### config.mk
export PLATFORM = sky130hd
export DESIGN_NAME = uart_top
export DESIGN_NICKNAME = d
export VERILOG_FILES = /design/src/hdl/uart_pkg.sv /design/src/hdl/fifo_if.sv /design/src/hdl/byte_fifo.sv /design/src/hdl/uart_regs.sv /design/src/hdl/uart_rx.sv /design/src/hdl/uart_top.sv /design/src/hdl/uart_tx.sv
export SDC_FILE = /design/constraint.sdc
export NUM_CORES = 1
export LEC_CHECK = 0
export BUFFER_PORTS_ARGS = -buffer_cell sky130_fd_sc_hd__buf_2
export CAP_MARGIN = 0
export CORE_MARGIN = 2
export CORE_UTILIZATION = 51
export CTS_CLUSTER_DIAMETER = 150
export DETAILED_ROUTE_END_ITERATION = 12
export GPL_ROUTABILITY_DRIVEN = 0
export PLACE_DENSITY_LB_ADDON = 0.1
export SLEW_MARGIN = 0
export SYNTH_ARGS = -nofsm -noshare
export SYNTH_HDL_FRONTEND = slang
export SYNTH_SLANG_ARGS = --single-unit
### constraint.sdc
create_clock -name clk_i -period 4.46 [get_ports clk_i]
set_clock_uncertainty 0.15 [all_clocks]
set_input_delay 0.446 -clock clk_i [delete_from_list [all_inputs] [get_ports clk_i]]
set_output_delay 0.446 -clock clk_i [all_outputs]
set_load 0.005 [all_outputs]
### src/hdl/uart_pkg.sv
package uart_pkg;

    // ===================================================================
    // Bus address window
    // ===================================================================

    localparam logic [31:0] UART_BASE_ADDR = 32'h1000_0000;
    // Low address bits select one of the registers
    localparam logic [31:0] UART_ADDR_MASK = 32'h0000_000F;

    // Register offsets inside the window
    localparam logic [3:0] REG_CTRL   = 4'h0;
    localparam logic [3:0] REG_STATUS = 4'h4;
    localparam logic [3:0] REG_RDATA  = 4'h8;
    localparam logic [3:0] REG_WDATA  = 4'hC;

    // ===================================================================
    // Bus opcodes
    // ===================================================================

    // Request channel
    localparam logic [2:0] OP_PUT_FULL = 3'd0;
    localparam logic [2:0] OP_PUT_PART = 3'd1;
    localparam logic [2:0] OP_GET      = 3'd4;

    // Response channel
    localparam logic [2:0] OP_ACK      = 3'd0;
    localparam logic [2:0] OP_ACK_DATA = 3'd1;

    // Byte FIFO depth unless the top level overrides it
    localparam int FIFO_DEPTH_DEF = 32;

    // ===================================================================
    // Control register
    // ===================================================================

    // Field view used by the serial engines
    typedef struct packed {
        logic [15:0] baud_div;
        logic [13:0] rsvd;
        logic        rx_en;
        logic        tx_en;
    } uart_ctrl_s;

    // Bus side stores and returns the raw word
    typedef union packed {
        logic [31:0] raw;
        uart_ctrl_s  fields;
    } uart_ctrl_u;

endpackage

### src/hdl/fifo_if.sv
`timescale 1ns/10ps

interface fifo_if;

    logic [7:0] wr_data;
    logic       wr_en;
    logic [7:0] rd_data;
    logic       rd_en;
    logic       full;
    logic       empty;

    modport fifo (
        input  wr_data, wr_en, rd_en,
        output rd_data, full, empty
    );

    // Both sides see both flags, the controller builds status from them
    modport producer (output wr_data, wr_en, input full, empty);

    modport consumer (output rd_en, input rd_data, full, empty);

endinterface

### src/hdl/byte_fifo.sv
`timescale 1ns/10ps

module byte_fifo #(
    parameter int DEPTH = 32
) (
    input  logic   clk_i,
    input  logic   rstn_i,
    fifo_if.fifo   f
);

    localparam int AW = (DEPTH > 1) ? $clog2(DEPTH) : 1;
    localparam int CW = $clog2(DEPTH + 1);

    logic [7:0]    mem_q [DEPTH];
    logic [AW-1:0] wr_ptr_q;
    logic [AW-1:0] rd_ptr_q;
    logic [CW-1:0] count_q;
    logic          push_w;
    logic          pop_w;

    // Blocked pushes and pops are dropped here
    assign push_w = f.wr_en && !f.full;
    assign pop_w  = f.rd_en && !f.empty;

    assign f.full    = (count_q == CW'(DEPTH));
    assign f.empty   = (count_q == '0);
    // Head of queue is visible without a read strobe
    assign f.rd_data = mem_q[rd_ptr_q];

    always_ff @(posedge clk_i) begin
        if (push_w) begin
            mem_q[wr_ptr_q] <= f.wr_data;
        end
    end

    always_ff @(posedge clk_i) begin
        if (!rstn_i) begin
            wr_ptr_q <= '0;
            rd_ptr_q <= '0;
            count_q  <= '0;
        end else begin
            if (push_w) begin
                wr_ptr_q <= (wr_ptr_q == AW'(DEPTH - 1)) ? '0 : wr_ptr_q + 1'b1;
            end
            if (pop_w) begin
                rd_ptr_q <= (rd_ptr_q == AW'(DEPTH - 1)) ? '0 : rd_ptr_q + 1'b1;
            end
            if (push_w && !pop_w) begin
                count_q <= count_q + 1'b1;
            end else if (pop_w && !push_w) begin
                count_q <= count_q - 1'b1;
            end
        end
    end

endmodule

### src/hdl/uart_regs.sv
`timescale 1ns/10ps

module uart_regs (
    input  logic                clk_i,
    input  logic                rstn_i,

    input  logic                req_valid_i,
    input  logic [31:0]         req_addr_i,
    input  logic [31:0]         req_data_i,
    input  logic [2:0]          req_op_i,
    output logic                req_ready_o,

    output logic                rsp_valid_o,
    output logic [31:0]         rsp_data_o,
    output logic [2:0]          rsp_op_o,
    input  logic                rsp_ready_i,

    output uart_pkg::uart_ctrl_u ctrl_o,
    fifo_if.producer            txq,
    fifo_if.consumer            rxq
);

    import uart_pkg::*;

    typedef enum logic [1:0] {
        ST_IDLE,
        ST_WAIT_DATA,
        ST_WAIT_SPACE
    } state_t;

    state_t      state_q, state_d;
    uart_ctrl_u  ctrl_q, ctrl_d;
    logic        rsp_valid_q, rsp_valid_d;
    logic [31:0] rsp_data_q, rsp_data_d;
    logic [2:0]  rsp_op_q, rsp_op_d;
    logic [7:0]  hold_q, hold_d;

    logic        in_win_w;
    logic        accept_w;
    logic        is_write_w;
    logic        is_read_w;
    logic [3:0]  reg_off_w;
    logic [3:0]  status_w;

    // ===================================================================
    // Request decode
    // ===================================================================

    assign in_win_w   = ((req_addr_i & ~UART_ADDR_MASK) == UART_BASE_ADDR);
    assign reg_off_w  = req_addr_i[3:0];
    assign is_write_w = (req_op_i == OP_PUT_FULL) || (req_op_i == OP_PUT_PART);
    assign is_read_w  = (req_op_i == OP_GET);

    // Stalls in either wait state and behind an unaccepted response
    assign req_ready_o = (state_q == ST_IDLE) && !rsp_valid_q;
    // Out-of-window requests are taken and dropped
    assign accept_w    = req_valid_i && req_ready_o && in_win_w;

    assign status_w = {rxq.empty, rxq.full, txq.empty, txq.full};

    // ===================================================================
    // Next state and FIFO control
    // ===================================================================

    always_comb begin
        state_d     = state_q;
        ctrl_d      = ctrl_q;
        rsp_valid_d = rsp_valid_q;
        rsp_data_d  = rsp_data_q;
        rsp_op_d    = rsp_op_q;
        hold_d      = hold_q;
        txq.wr_en   = 1'b0;
        txq.wr_data = (state_q == ST_WAIT_SPACE) ? hold_q : req_data_i[7:0];
        rxq.rd_en   = 1'b0;

        if (rsp_valid_q && rsp_ready_i) begin
            rsp_valid_d = 1'b0;
        end

        case (state_q)
            ST_IDLE: begin
                if (accept_w) begin
                    rsp_valid_d = 1'b1;
                    rsp_op_d    = is_read_w ? OP_ACK_DATA : OP_ACK;
                    rsp_data_d  = '0;
                    case (reg_off_w)
                        REG_CTRL: begin
                            if (is_read_w) rsp_data_d = ctrl_q.raw;
                            else if (is_write_w) ctrl_d.raw = req_data_i;
                        end
                        REG_STATUS: begin
                            if (is_read_w) rsp_data_d = {28'd0, status_w};
                        end
                        REG_RDATA: begin
                            if (is_read_w && rxq.empty) begin
                                // Answer later, once a byte arrives
                                rsp_valid_d = 1'b0;
                                state_d     = ST_WAIT_DATA;
                            end else if (is_read_w) begin
                                rsp_data_d = {24'd0, rxq.rd_data};
                                rxq.rd_en  = 1'b1;
                            end
                        end
                        REG_WDATA: begin
                            if (is_write_w && txq.full) begin
                                hold_d  = req_data_i[7:0];
                                state_d = ST_WAIT_SPACE;
                            end else if (is_write_w) begin
                                txq.wr_en = 1'b1;
                            end
                        end
                        default: ;
                    endcase
                end
            end
            ST_WAIT_DATA: begin
                if (!rxq.empty) begin
                    rsp_valid_d = 1'b1;
                    rsp_op_d    = OP_ACK_DATA;
                    rsp_data_d  = {24'd0, rxq.rd_data};
                    rxq.rd_en   = 1'b1;
                    state_d     = ST_IDLE;
                end
            end
            default: begin
                // ACK already sent, push the held byte when room frees
                if (!txq.full) begin
                    txq.wr_en = 1'b1;
                    state_d   = ST_IDLE;
                end
            end
        endcase
    end

    always_ff @(posedge clk_i) begin
        if (!rstn_i) begin
            state_q     <= ST_IDLE;
            ctrl_q.raw  <= '0;
            rsp_valid_q <= 1'b0;
        end else begin
            state_q     <= state_d;
            ctrl_q      <= ctrl_d;
            rsp_valid_q <= rsp_valid_d;
        end
    end

    always_ff @(posedge clk_i) begin
        rsp_data_q <= rsp_data_d;
        rsp_op_q   <= rsp_op_d;
        hold_q     <= hold_d;
    end

    assign rsp_valid_o = rsp_valid_q;
    assign rsp_data_o  = rsp_data_q;
    assign rsp_op_o    = rsp_op_q;
    assign ctrl_o      = ctrl_q;

endmodule

### src/hdl/uart_rx.sv
`timescale 1ns/10ps

module uart_rx (
    input  logic        clk_i,
    input  logic        rstn_i,
    input  logic        rx_en_i,
    input  logic [15:0] baud_div_i,
    input  logic        rx_i,
    fifo_if.producer    q
);

    typedef enum logic [1:0] {
        RX_IDLE,
        RX_START,
        RX_DATA,
        RX_STOP
    } rx_state_t;

    rx_state_t   state_q;
    logic        rx_meta_q;
    logic        rx_sync_q;
    logic        rx_prev_q;
    logic [15:0] baud_cnt_q;
    logic [2:0]  bit_idx_q;
    logic [7:0]  shift_q;
    logic        push_q;
    logic        fall_w;
    logic        half_done_w;
    logic        bit_done_w;

    assign fall_w      = rx_prev_q && !rx_sync_q;
    assign half_done_w = (baud_cnt_q == (baud_div_i >> 1) - 16'd1);
    assign bit_done_w  = (baud_cnt_q == baud_div_i - 16'd1);

    assign q.wr_en   = push_q;
    assign q.wr_data = shift_q;

    // Two-flop synchronizer plus one stage for edge detection
    always_ff @(posedge clk_i) begin
        if (!rstn_i) begin
            rx_meta_q <= 1'b1;
            rx_sync_q <= 1'b1;
            rx_prev_q <= 1'b1;
        end else begin
            rx_meta_q <= rx_i;
            rx_sync_q <= rx_meta_q;
            rx_prev_q <= rx_sync_q;
        end
    end

    always_ff @(posedge clk_i) begin
        if (state_q == RX_DATA && bit_done_w) begin
            shift_q <= {rx_sync_q, shift_q[7:1]};
        end
    end

    always_ff @(posedge clk_i) begin
        if (!rstn_i) begin
            state_q    <= RX_IDLE;
            baud_cnt_q <= '0;
            bit_idx_q  <= '0;
            push_q     <= 1'b0;
        end else begin
            push_q     <= 1'b0;
            baud_cnt_q <= baud_cnt_q + 16'd1;
            case (state_q)
                RX_IDLE: begin
                    baud_cnt_q <= '0;
                    bit_idx_q  <= '0;
                    if (fall_w) state_q <= RX_START;
                end
                RX_START: begin
                    // Middle of start bit, a glitch returns to idle
                    if (half_done_w) begin
                        baud_cnt_q <= '0;
                        state_q    <= rx_sync_q ? RX_IDLE : RX_DATA;
                    end
                end
                RX_DATA: begin
                    if (bit_done_w) begin
                        baud_cnt_q <= '0;
                        bit_idx_q  <= bit_idx_q + 3'd1;
                        if (bit_idx_q == 3'd7) state_q <= RX_STOP;
                    end
                end
                default: begin
                    if (bit_done_w) begin
                        push_q  <= rx_sync_q && rx_en_i && !q.full;
                        state_q <= RX_IDLE;
                    end
                end
            endcase
        end
    end

endmodule

### src/hdl/uart_top.sv
`timescale 1ns/10ps

module uart_top #(
    parameter int FIFO_DEPTH = uart_pkg::FIFO_DEPTH_DEF
) (
    input  logic        clk_i,
    input  logic        rstn_i,

    input  logic        req_valid_i,
    input  logic [31:0] req_addr_i,
    input  logic [31:0] req_data_i,
    input  logic [2:0]  req_op_i,
    output logic        req_ready_o,

    output logic        rsp_valid_o,
    output logic [31:0] rsp_data_o,
    output logic [2:0]  rsp_op_o,
    input  logic        rsp_ready_i,

    input  logic        rx_i,
    output logic        tx_o
);

    import uart_pkg::*;

    uart_ctrl_u ctrl;

    fifo_if txq_if ();
    fifo_if rxq_if ();

    uart_regs regs0 (
        .clk_i       (clk_i),
        .rstn_i      (rstn_i),
        .req_valid_i (req_valid_i),
        .req_addr_i  (req_addr_i),
        .req_data_i  (req_data_i),
        .req_op_i    (req_op_i),
        .req_ready_o (req_ready_o),
        .rsp_valid_o (rsp_valid_o),
        .rsp_data_o  (rsp_data_o),
        .rsp_op_o    (rsp_op_o),
        .rsp_ready_i (rsp_ready_i),
        .ctrl_o      (ctrl),
        .txq         (txq_if.producer),
        .rxq         (rxq_if.consumer)
    );

    byte_fifo #(.DEPTH(FIFO_DEPTH)) tx_fifo0 (
        .clk_i  (clk_i),
        .rstn_i (rstn_i),
        .f      (txq_if.fifo)
    );

    byte_fifo #(.DEPTH(FIFO_DEPTH)) rx_fifo0 (
        .clk_i  (clk_i),
        .rstn_i (rstn_i),
        .f      (rxq_if.fifo)
    );

    // Serial engines read the field view of the control word
    uart_tx tx0 (
        .clk_i      (clk_i),
        .rstn_i     (rstn_i),
        .tx_en_i    (ctrl.fields.tx_en),
        .baud_div_i (ctrl.fields.baud_div),
        .q          (txq_if.consumer),
        .tx_o       (tx_o)
    );

    uart_rx rx0 (
        .clk_i      (clk_i),
        .rstn_i     (rstn_i),
        .rx_en_i    (ctrl.fields.rx_en),
        .baud_div_i (ctrl.fields.baud_div),
        .rx_i       (rx_i),
        .q          (rxq_if.producer)
    );

endmodule

### src/hdl/uart_tx.sv
`timescale 1ns/10ps

module uart_tx (
    input  logic        clk_i,
    input  logic        rstn_i,
    input  logic        tx_en_i,
    input  logic [15:0] baud_div_i,
    fifo_if.consumer    q,
    output logic        tx_o
);

    typedef enum logic [1:0] {
        TX_IDLE,
        TX_START,
        TX_DATA,
        TX_STOP
    } tx_state_t;

    tx_state_t   state_q;
    logic [15:0] baud_cnt_q;
    logic [2:0]  bit_idx_q;
    logic [7:0]  shift_q;
    logic        pop_q;
    logic        tx_q;
    logic        start_w;
    logic        bit_done_w;

    assign start_w    = (state_q == TX_IDLE) && tx_en_i && !q.empty;
    assign bit_done_w = (baud_cnt_q == baud_div_i - 16'd1);

    // Pop lands one cycle after the head is captured
    assign q.rd_en = pop_q;
    assign tx_o    = tx_q;

    always_ff @(posedge clk_i) begin
        if (start_w) begin
            shift_q <= q.rd_data;
        end else if (state_q == TX_DATA && bit_done_w) begin
            shift_q <= {1'b0, shift_q[7:1]};
        end
    end

    always_ff @(posedge clk_i) begin
        if (!rstn_i) begin
            state_q    <= TX_IDLE;
            baud_cnt_q <= '0;
            bit_idx_q  <= '0;
            pop_q      <= 1'b0;
            tx_q       <= 1'b1;
        end else begin
            pop_q <= start_w;
            baud_cnt_q <= (state_q == TX_IDLE || bit_done_w) ? '0 : baud_cnt_q + 16'd1;
            case (state_q)
                TX_IDLE: begin
                    tx_q      <= 1'b1;
                    bit_idx_q <= '0;
                    if (start_w) state_q <= TX_START;
                end
                TX_START: begin
                    tx_q <= 1'b0;
                    if (bit_done_w) state_q <= TX_DATA;
                end
                TX_DATA: begin
                    // LSB first
                    tx_q <= shift_q[0];
                    if (bit_done_w) begin
                        bit_idx_q <= bit_idx_q + 3'd1;
                        if (bit_idx_q == 3'd7) state_q <= TX_STOP;
                    end
                end
                default: begin
                    tx_q <= 1'b1;
                    if (bit_done_w) state_q <= TX_IDLE;
                end
            endcase
        end
    end

endmodule

### Word-level counts from Yosys, hierarchy flattened

Memories as Yosys holds them, arrays and structs flattened. A register that Yosys moved wholly into a read port is not among the register bits.
Index checks and enable logic that the tools add are counted.

* memories kept: 2
* memory bits (writable): 512
* register bits after elaboration: 174
* bits of input ports: 72

* bitwise operators: 3
* equal/unequal tests: 37
* add/subtract/negate cells: 14
* mux-type cells: 77
* reductions and logical operators: 58

Memories
* rx_fifo0.mem_q: words 32, width 8, rd ports 1, clocked after memory_dff 1, write ports 1, line byte_fifo.sv:14 `logic [7:0] mem_q [DEPTH];`
* tx_fifo0.mem_q: words 32, width 8, rd ports 1, clocked after memory_dff 1, write ports 1, line byte_fifo.sv:14

Operators by type and width (count)
* 2-to-1 mux 32 bit: 4
* case mux 32 bit (3 select lines): 1
* case mux 32 bit (2 select lines): 1
* equality test 16 bit: 3
* case mux 16 bit (3 select lines): 1
* 2-to-1 mux 5 bit: 8
* adder 16 x 1 -> 16 bit (second input constant): 2
* 2-to-1 mux 16 bit: 2
* 2-to-1 mux 2 bit: 16
* 2-to-1 mux 8 bit: 4
* equality test 28 x 25 -> 1 bit (second input constant): 1
* 2-to-1 mux 6 bit: 4
* logical AND 1 bit: 21
* adder 5 x 1 -> 5 bit (second input constant): 4
* equality test 5 bit (second input constant): 4
* 2-to-1 mux 1 bit: 20
* case mux 3 bit (2 select lines): 3
* subtractor 15 x 1 -> 16 bit (second input constant): 1
* subtractor 16 x 1 -> 16 bit (second input constant): 1
* AND reduction 5 bit: 3
* != test 2 x 1 -> 1 bit (second input constant): 7
* nonzero test 2 bit: 7
* adder 6 x 1 -> 6 bit (second input constant): 2
* equality test 6 bit (second input constant): 2
* 29 further kinds: 67

### Depth between registers and ports, before layout

* depth after elaboration: 12
* gate-level depth with buffers: 17

### Cells and area by module

A second synthesis with hierarchy kept.

* cells, all modules: 2048
* area total of the unflattened synthesis: 29883.7 µm²

By module, submodules not included
* byte_fifo: area each 11187.0 µm², times used 2, cells an instance 630
* uart_regs: area each 3185.6 µm², times used 1, cells an instance 298
* uart_rx: area each 2399.8 µm², times used 1, cells an instance 277
* uart_tx: area each 1924.3 µm², times used 1, cells an instance 213

### Worst setup path before layout

Ideal clock, no wire load.

* kind: flip-flop to flip-flop
* from: reg regs0.state_q[1]
* to: reg tx_fifo0.count_q[5]
* buffers on the path: 1
* setup time: 70 ps
* required time: 4240 ps
* stages on the path, launching flop included: 18
* data arrival time: 3341 ps
* slack: 899 ps
* cell sequence: dfxtp_1 -> clkbuf_1 -> nor3_1 -> nand3_1 -> nor3_1 -> and4bb_2 -> o21ai_1 -> inv_1 -> ha_1 -> inv_1 -> ha_1 -> a21o_1 -> a21oi_1 -> o21bai_1 -> a21oi_1 -> xnor2_1 -> or3_1 -> a21oi_1

* word-level cells in the longest chain between the ends: 10

RTL lines
* start: declaration: line uart_regs.sv:31 `state_t state_q, state_d;`
* start signal: assignment: line uart_regs.sv:141 `state_q <= state_d;`
* logical NOT 2 bit *: line uart_regs.sv:55 `assign req_ready_o = (state_q == ST_IDLE) && !rsp_valid_q;`
* logical AND 1 bit *: line uart_regs.sv:55
* named net req_ready_o: line uart_top.sv:13 `output logic req_ready_o,`
* logical AND 1 bit * (2 in a row): line uart_regs.sv:57 `assign accept_w = req_valid_i && req_ready_o && in_win_w;`
* 2-to-1 mux 1 bit *: line uart_regs.sv:82 `if (accept_w) begin`
* case mux 1 bit (2 select lines) *: line uart_regs.sv:80 `case (state_q)`
* logical AND 1 bit *: line byte_fifo.sv:22 `assign push_w = f.wr_en && !f.full;`
* named net tx_fifo0.push_w: line byte_fifo.sv:18 `logic push_w;`
* logical NOT 1 bit: line byte_fifo.sv:50 `end else if (pop_w && !push_w) begin`
* logical AND 1 bit: line byte_fifo.sv:50
* nonzero test 2 bit (no line)
* end signal: assignment: line byte_fifo.sv:49 `count_q <= count_q + 1'b1;`
* end signal: assignment: line byte_fifo.sv:51 `count_q <= count_q - 1'b1;`
* end: declaration: line byte_fifo.sv:17 `logic [CW-1:0] count_q;`

The timed path passes the listed nets; every way through them passes the cells marked *.
A chain may end at the register's enable or synchronous reset.

### Worst setup path after layout

* from: reg rx_fifo0.count_q[1]
* to: reg rx_fifo0.count_q[5]

* word-level cells in the longest chain between the ends: 10

RTL lines
* start: declaration: line byte_fifo.sv:17
* start signal: assignment: line byte_fifo.sv:49
* start signal: assignment: line byte_fifo.sv:51
* logical NOT 6 bit: line byte_fifo.sv:26 `assign f.empty = (count_q == '0);`
* logical AND 1 bit: line uart_regs.sv:95 `if (is_read_w && rxq.empty) begin`
* 2-to-1 mux 1 bit: line uart_regs.sv:95
* 2-to-1 mux 1 bit: line uart_regs.sv:86 `case (reg_off_w)`
* 2-to-1 mux 1 bit: line uart_regs.sv:82
* case mux 1 bit (2 select lines): line uart_regs.sv:80
* logical AND 1 bit: line byte_fifo.sv:23 `assign pop_w = f.rd_en && !f.empty;`
* logical NOT 1 bit: line byte_fifo.sv:48 `if (push_w && !pop_w) begin`
* logical AND 1 bit: line byte_fifo.sv:48
* 2-to-1 mux 6 bit or nonzero test 2 bit (tied branches)

Parallel ways exist; a longest one is shown, timed or not. The select of a mux whose other input is x is not followed.

==> impl_metrics.csv <==
group,metric,value,unit
setup_path,crit_path_max_fanout,10,
pwr,combinationalPowerShare,1.0,%
setup_path,end_kind,"flop",
pwr,power.switching,2.515,mW
sta,slew_headroom,19.86,%
sta,rsz0062_at_grt,"no",
setup_path,cp-start-kind,"flop",
clock_network,cts_tree,"built",
drt,ant_nets,0,
global_routing,grt_pass1_vias,15493,
setup_path,critical_path_class,"reg -> reg",
setup_path,cp.required,4.82,ns
layout,post_route_cells_drive_above_1_share,22.03,%
clock_network,clk_latency,0.61,ns
clock_network,clockBufferDepth,3,
setup_path,cp.arrival,4.37,ns
global_routing,grt_usage,21.73,%
sta,fmax,249.5,MHz
drt,drt_iter0_markers,1368,
drt,avgViaCountPerCell,5.776,
floorplan,num_rows,87,
layout,nNetsFinal,2021,
pwr,seqPwrFrac,52.8,%
placed_design,port_buffers,107,
layout,final_common_cell,"edfxtp_1",
synthesis,synth_area_leader_cell,"edfxtp_1",
synthesis,yosysWarnings,0,
floorplan,io_pins,110,
clock_network,path_clk_slew,0.06,ns
floorplan,dieArea,0.05852,sq mm
placed_design,post-dp-hpwl,40580,microns
sta,worst_slew_pin_slew,1.202,ns
pwr,clockPowerShare,46.2,%
pwr,leakagePower,10.61,nW
synthesis,ys_types,71,
global_routing,grt_pass1_wl,96190,microns
floorplan,initial_core_util,51.39,%
drt,routedWlPerCell,23.14,microns
clock_network,numCtsBuffers,72,
sta,setup_viol,0,
layout,layout_common_cells,"569 x edfxtp_1, 205 x nor2_1, 160 x mux4_2",
clock_network,h-tree-depth,3,
pwr,power,13.17,mW
sta,finalHoldViolCount,0,
synthesis,synth_ff_type,"edfxtp_1",
drt,via_count,15750,
flow_run,cap_violations,0,
floorplan,die_h,241.9,microns
synthesis,synth_area_leaders,"edfxtp_1 59%, mux4_2 12%, dfxtp_1 8.7%",
synthesis,synth_cells,1772,
synthesis,synth_area,0.02887,sq mm
sta,slew_violations,0,
drt,dr.pass1.iters,5,
pwr,internal-power,10.65,mW
sta,finalCritPeriodShare,89.88,%
synthesis,synthArstFlopShare,0,%
clock_network,post-cts-setup-buffer-count,0,
synthesis,ys_ff_latch,694,
synthesis,synth_edf_count,569,
layout,area_growth,14.06,%
global_routing,grt_overflow,0,
pwr,switching_share,19.10,%
status,status,"completed",
sta,fin_setup_tns,0,ns
synthesis,synth_seq_area_share,67.86,%
synthesis,avgSynthCellArea,16.29,sq um
floorplan,die_w,241.9,microns
global_routing,antenna_found_initial,0,
pwr,power_density,399.9,mW/mm^2
pwr,ir_worst_vdd,302.0,uV
global_routing,grt_max_degree,65,
drt,drc_errors,0,
sta,period_minus_slack,4.009,ns
min_path,worstHoldPathType,"in -> reg",
clock_network,cts.sinks,694,
floorplan,coreArea,0.05617,sq mm
drt,routed_wl,63090,microns
synthesis,netlist.area_leader.share,59.19,%
clock_network,cts_root_buf,"clkbuf_16",
-- through the flow --
stage,setup WS [ns],area (sq um),hold slack (ns),util (%),instances
2_1_floorplan,0.8986,28870,0.2363,-,1773
3_3_place_gp,0.5560,30180,0.2501,53.73,2561
3_5_place_dp,0.4420,30180,0.2480,53.73,2561
4_1_cts,0.5292,32920,0.01035,58.61,2726
5_1_grt,0.2345,32920,0.03480,58.61,2726
6_report,0.4513,32920,0.03993,58.62,2727
-- sequential cells by signal (all words and copies together), names as in the netlist, 5 cells and up, named ones only --
name               flops
rx_fifo0.mem_q       256
regs0.ctrl_o          32
tx_fifo0.rd_ptr_q      5
rx_fifo0.wr_ptr_q      5
rx0.q.wr_data          8
tx0.baud_cnt_q        16
rx0.baud_cnt_q        16
tx0.shift_q            8
tx_fifo0.wr_ptr_q      5
regs0.hold_q           8
tx_fifo0.mem_q       256
rx_fifo0.count_q       6
rx_fifo0.rd_ptr_q      5
regs0.rsp_data_o      32
tx_fifo0.count_q       6
-- layout make-up --
| class | instances | area [sq um] |
|---|---|---|
| fill | 4275 | 23240 |
| sequential | 694 | 19600 |
| multi-input combinational | 949 | 8760 |
| clock buffer | 98 | 2064 |
| timing repair buffer | 165 | 1091 |
| tap | 756 | 945.9 |
| clock inverter | 34 | 349.1 |
| inverter | 30 | 112.6 |
| antenna | 1 | 2.502 |
-- routing by layer --
| layer | part of all wire (%) | track usage, % |
|---|---|---|
| met1 | 47 | 32.96 |
| met2 | 46 | 32.72 |
| met3 | 6.1 | 4.398 |
| met4 | 1.5 | 4.975 |
| met5 | 0 | 0 |
-- final timing paths --
path	startpoint	to	slack [ns]	cells after the start
setup / recovery	rx_fifo0.count_q[1]$_SDFFE_PN0P_	rx_fifo0.count_q[5]$_SDFFE_PN0P_	0.45	14
hold / removal	rsp_ready_i	regs0.rsp_valid_o$_SDFF_PN0_	0.04	4
setup reg to reg	rx_fifo0.count_q[1]$_SDFFE_PN0P_	rx_fifo0.count_q[5]$_SDFFE_PN0P_	0.45	14
hold reg to reg	rx0.rx_meta_q$_SDFF_PN1_	rx0.rx_sync_q$_SDFF_PN1_	0.26	1
-- what timing repair did --
action	4_1_cts	5_1_grt
hold buffers	33	0
resized for setup	0	0
hold endpoints to repair	38	0
-- kinds of logic (layout without fill, tap and decap cells) --
kind of cell               after synthesis  count (layout)  share of synthesized area [%]
other                                    1               3                        0.01299
DFF                                    694             694                          67.86
and+or+nand+nor                        453             453                          7.729
xor gates and xnor gates                89              89                          2.991
buffers and inverters                  130             327                          1.833
adders and majority gates               37              37                          1.656
AOI/OAI and AO/OA                      141             141                          3.065
muxes                                  227             227                          14.85
-- critical path, cell delays in order, from the launching register on --
cell and delay, ns:
dfxtp_1 0.33, or4_1 0.57, nor3_1 0.38, nor2_1 0.07
o21ai_1 0.44, ha_1 0.37, inv_1 0.12, ha_1 0.29
a21o_1 0.17, a21oi_1 0.22, o21bai_1 0.09, a21oi_1 0.19
xnor2_1 0.09, or3_1 0.30, a21oi_1 0.13
-- power groups by stage --
stage,sequential (mW),clock [mW],combinational [mW]
final,6.95,6.08,0.135
after global routing,6.95,6.47,0.147
after CTS,6.95,6.20,0.137
after detailed placement,7.09,0,0.114
after global placement,7.09,0,0.110
after floorplan,7.09,0,0.0448
-- synth_stat cells, types with 9 or more instances --
cell,count
a21oi_1,48
and2_1,24
and3_1,14
buf_1,26
buf_2,9
clkbuf_1,59
dfxtp_1,125
edfxtp_1,569
ha_1,35
inv_1,29
mux2_2,10
mux2i_1,57
mux4_2,160
nand2_1,58
nand3_1,34
nand3b_1,9
nor2_1,206
nor3_1,30
nor4_1,11
o21ai_0,31
or3_1,9
xnor2_1,47
xor2_1,36
Note: power is estimated with default switching activity, not from simulation.
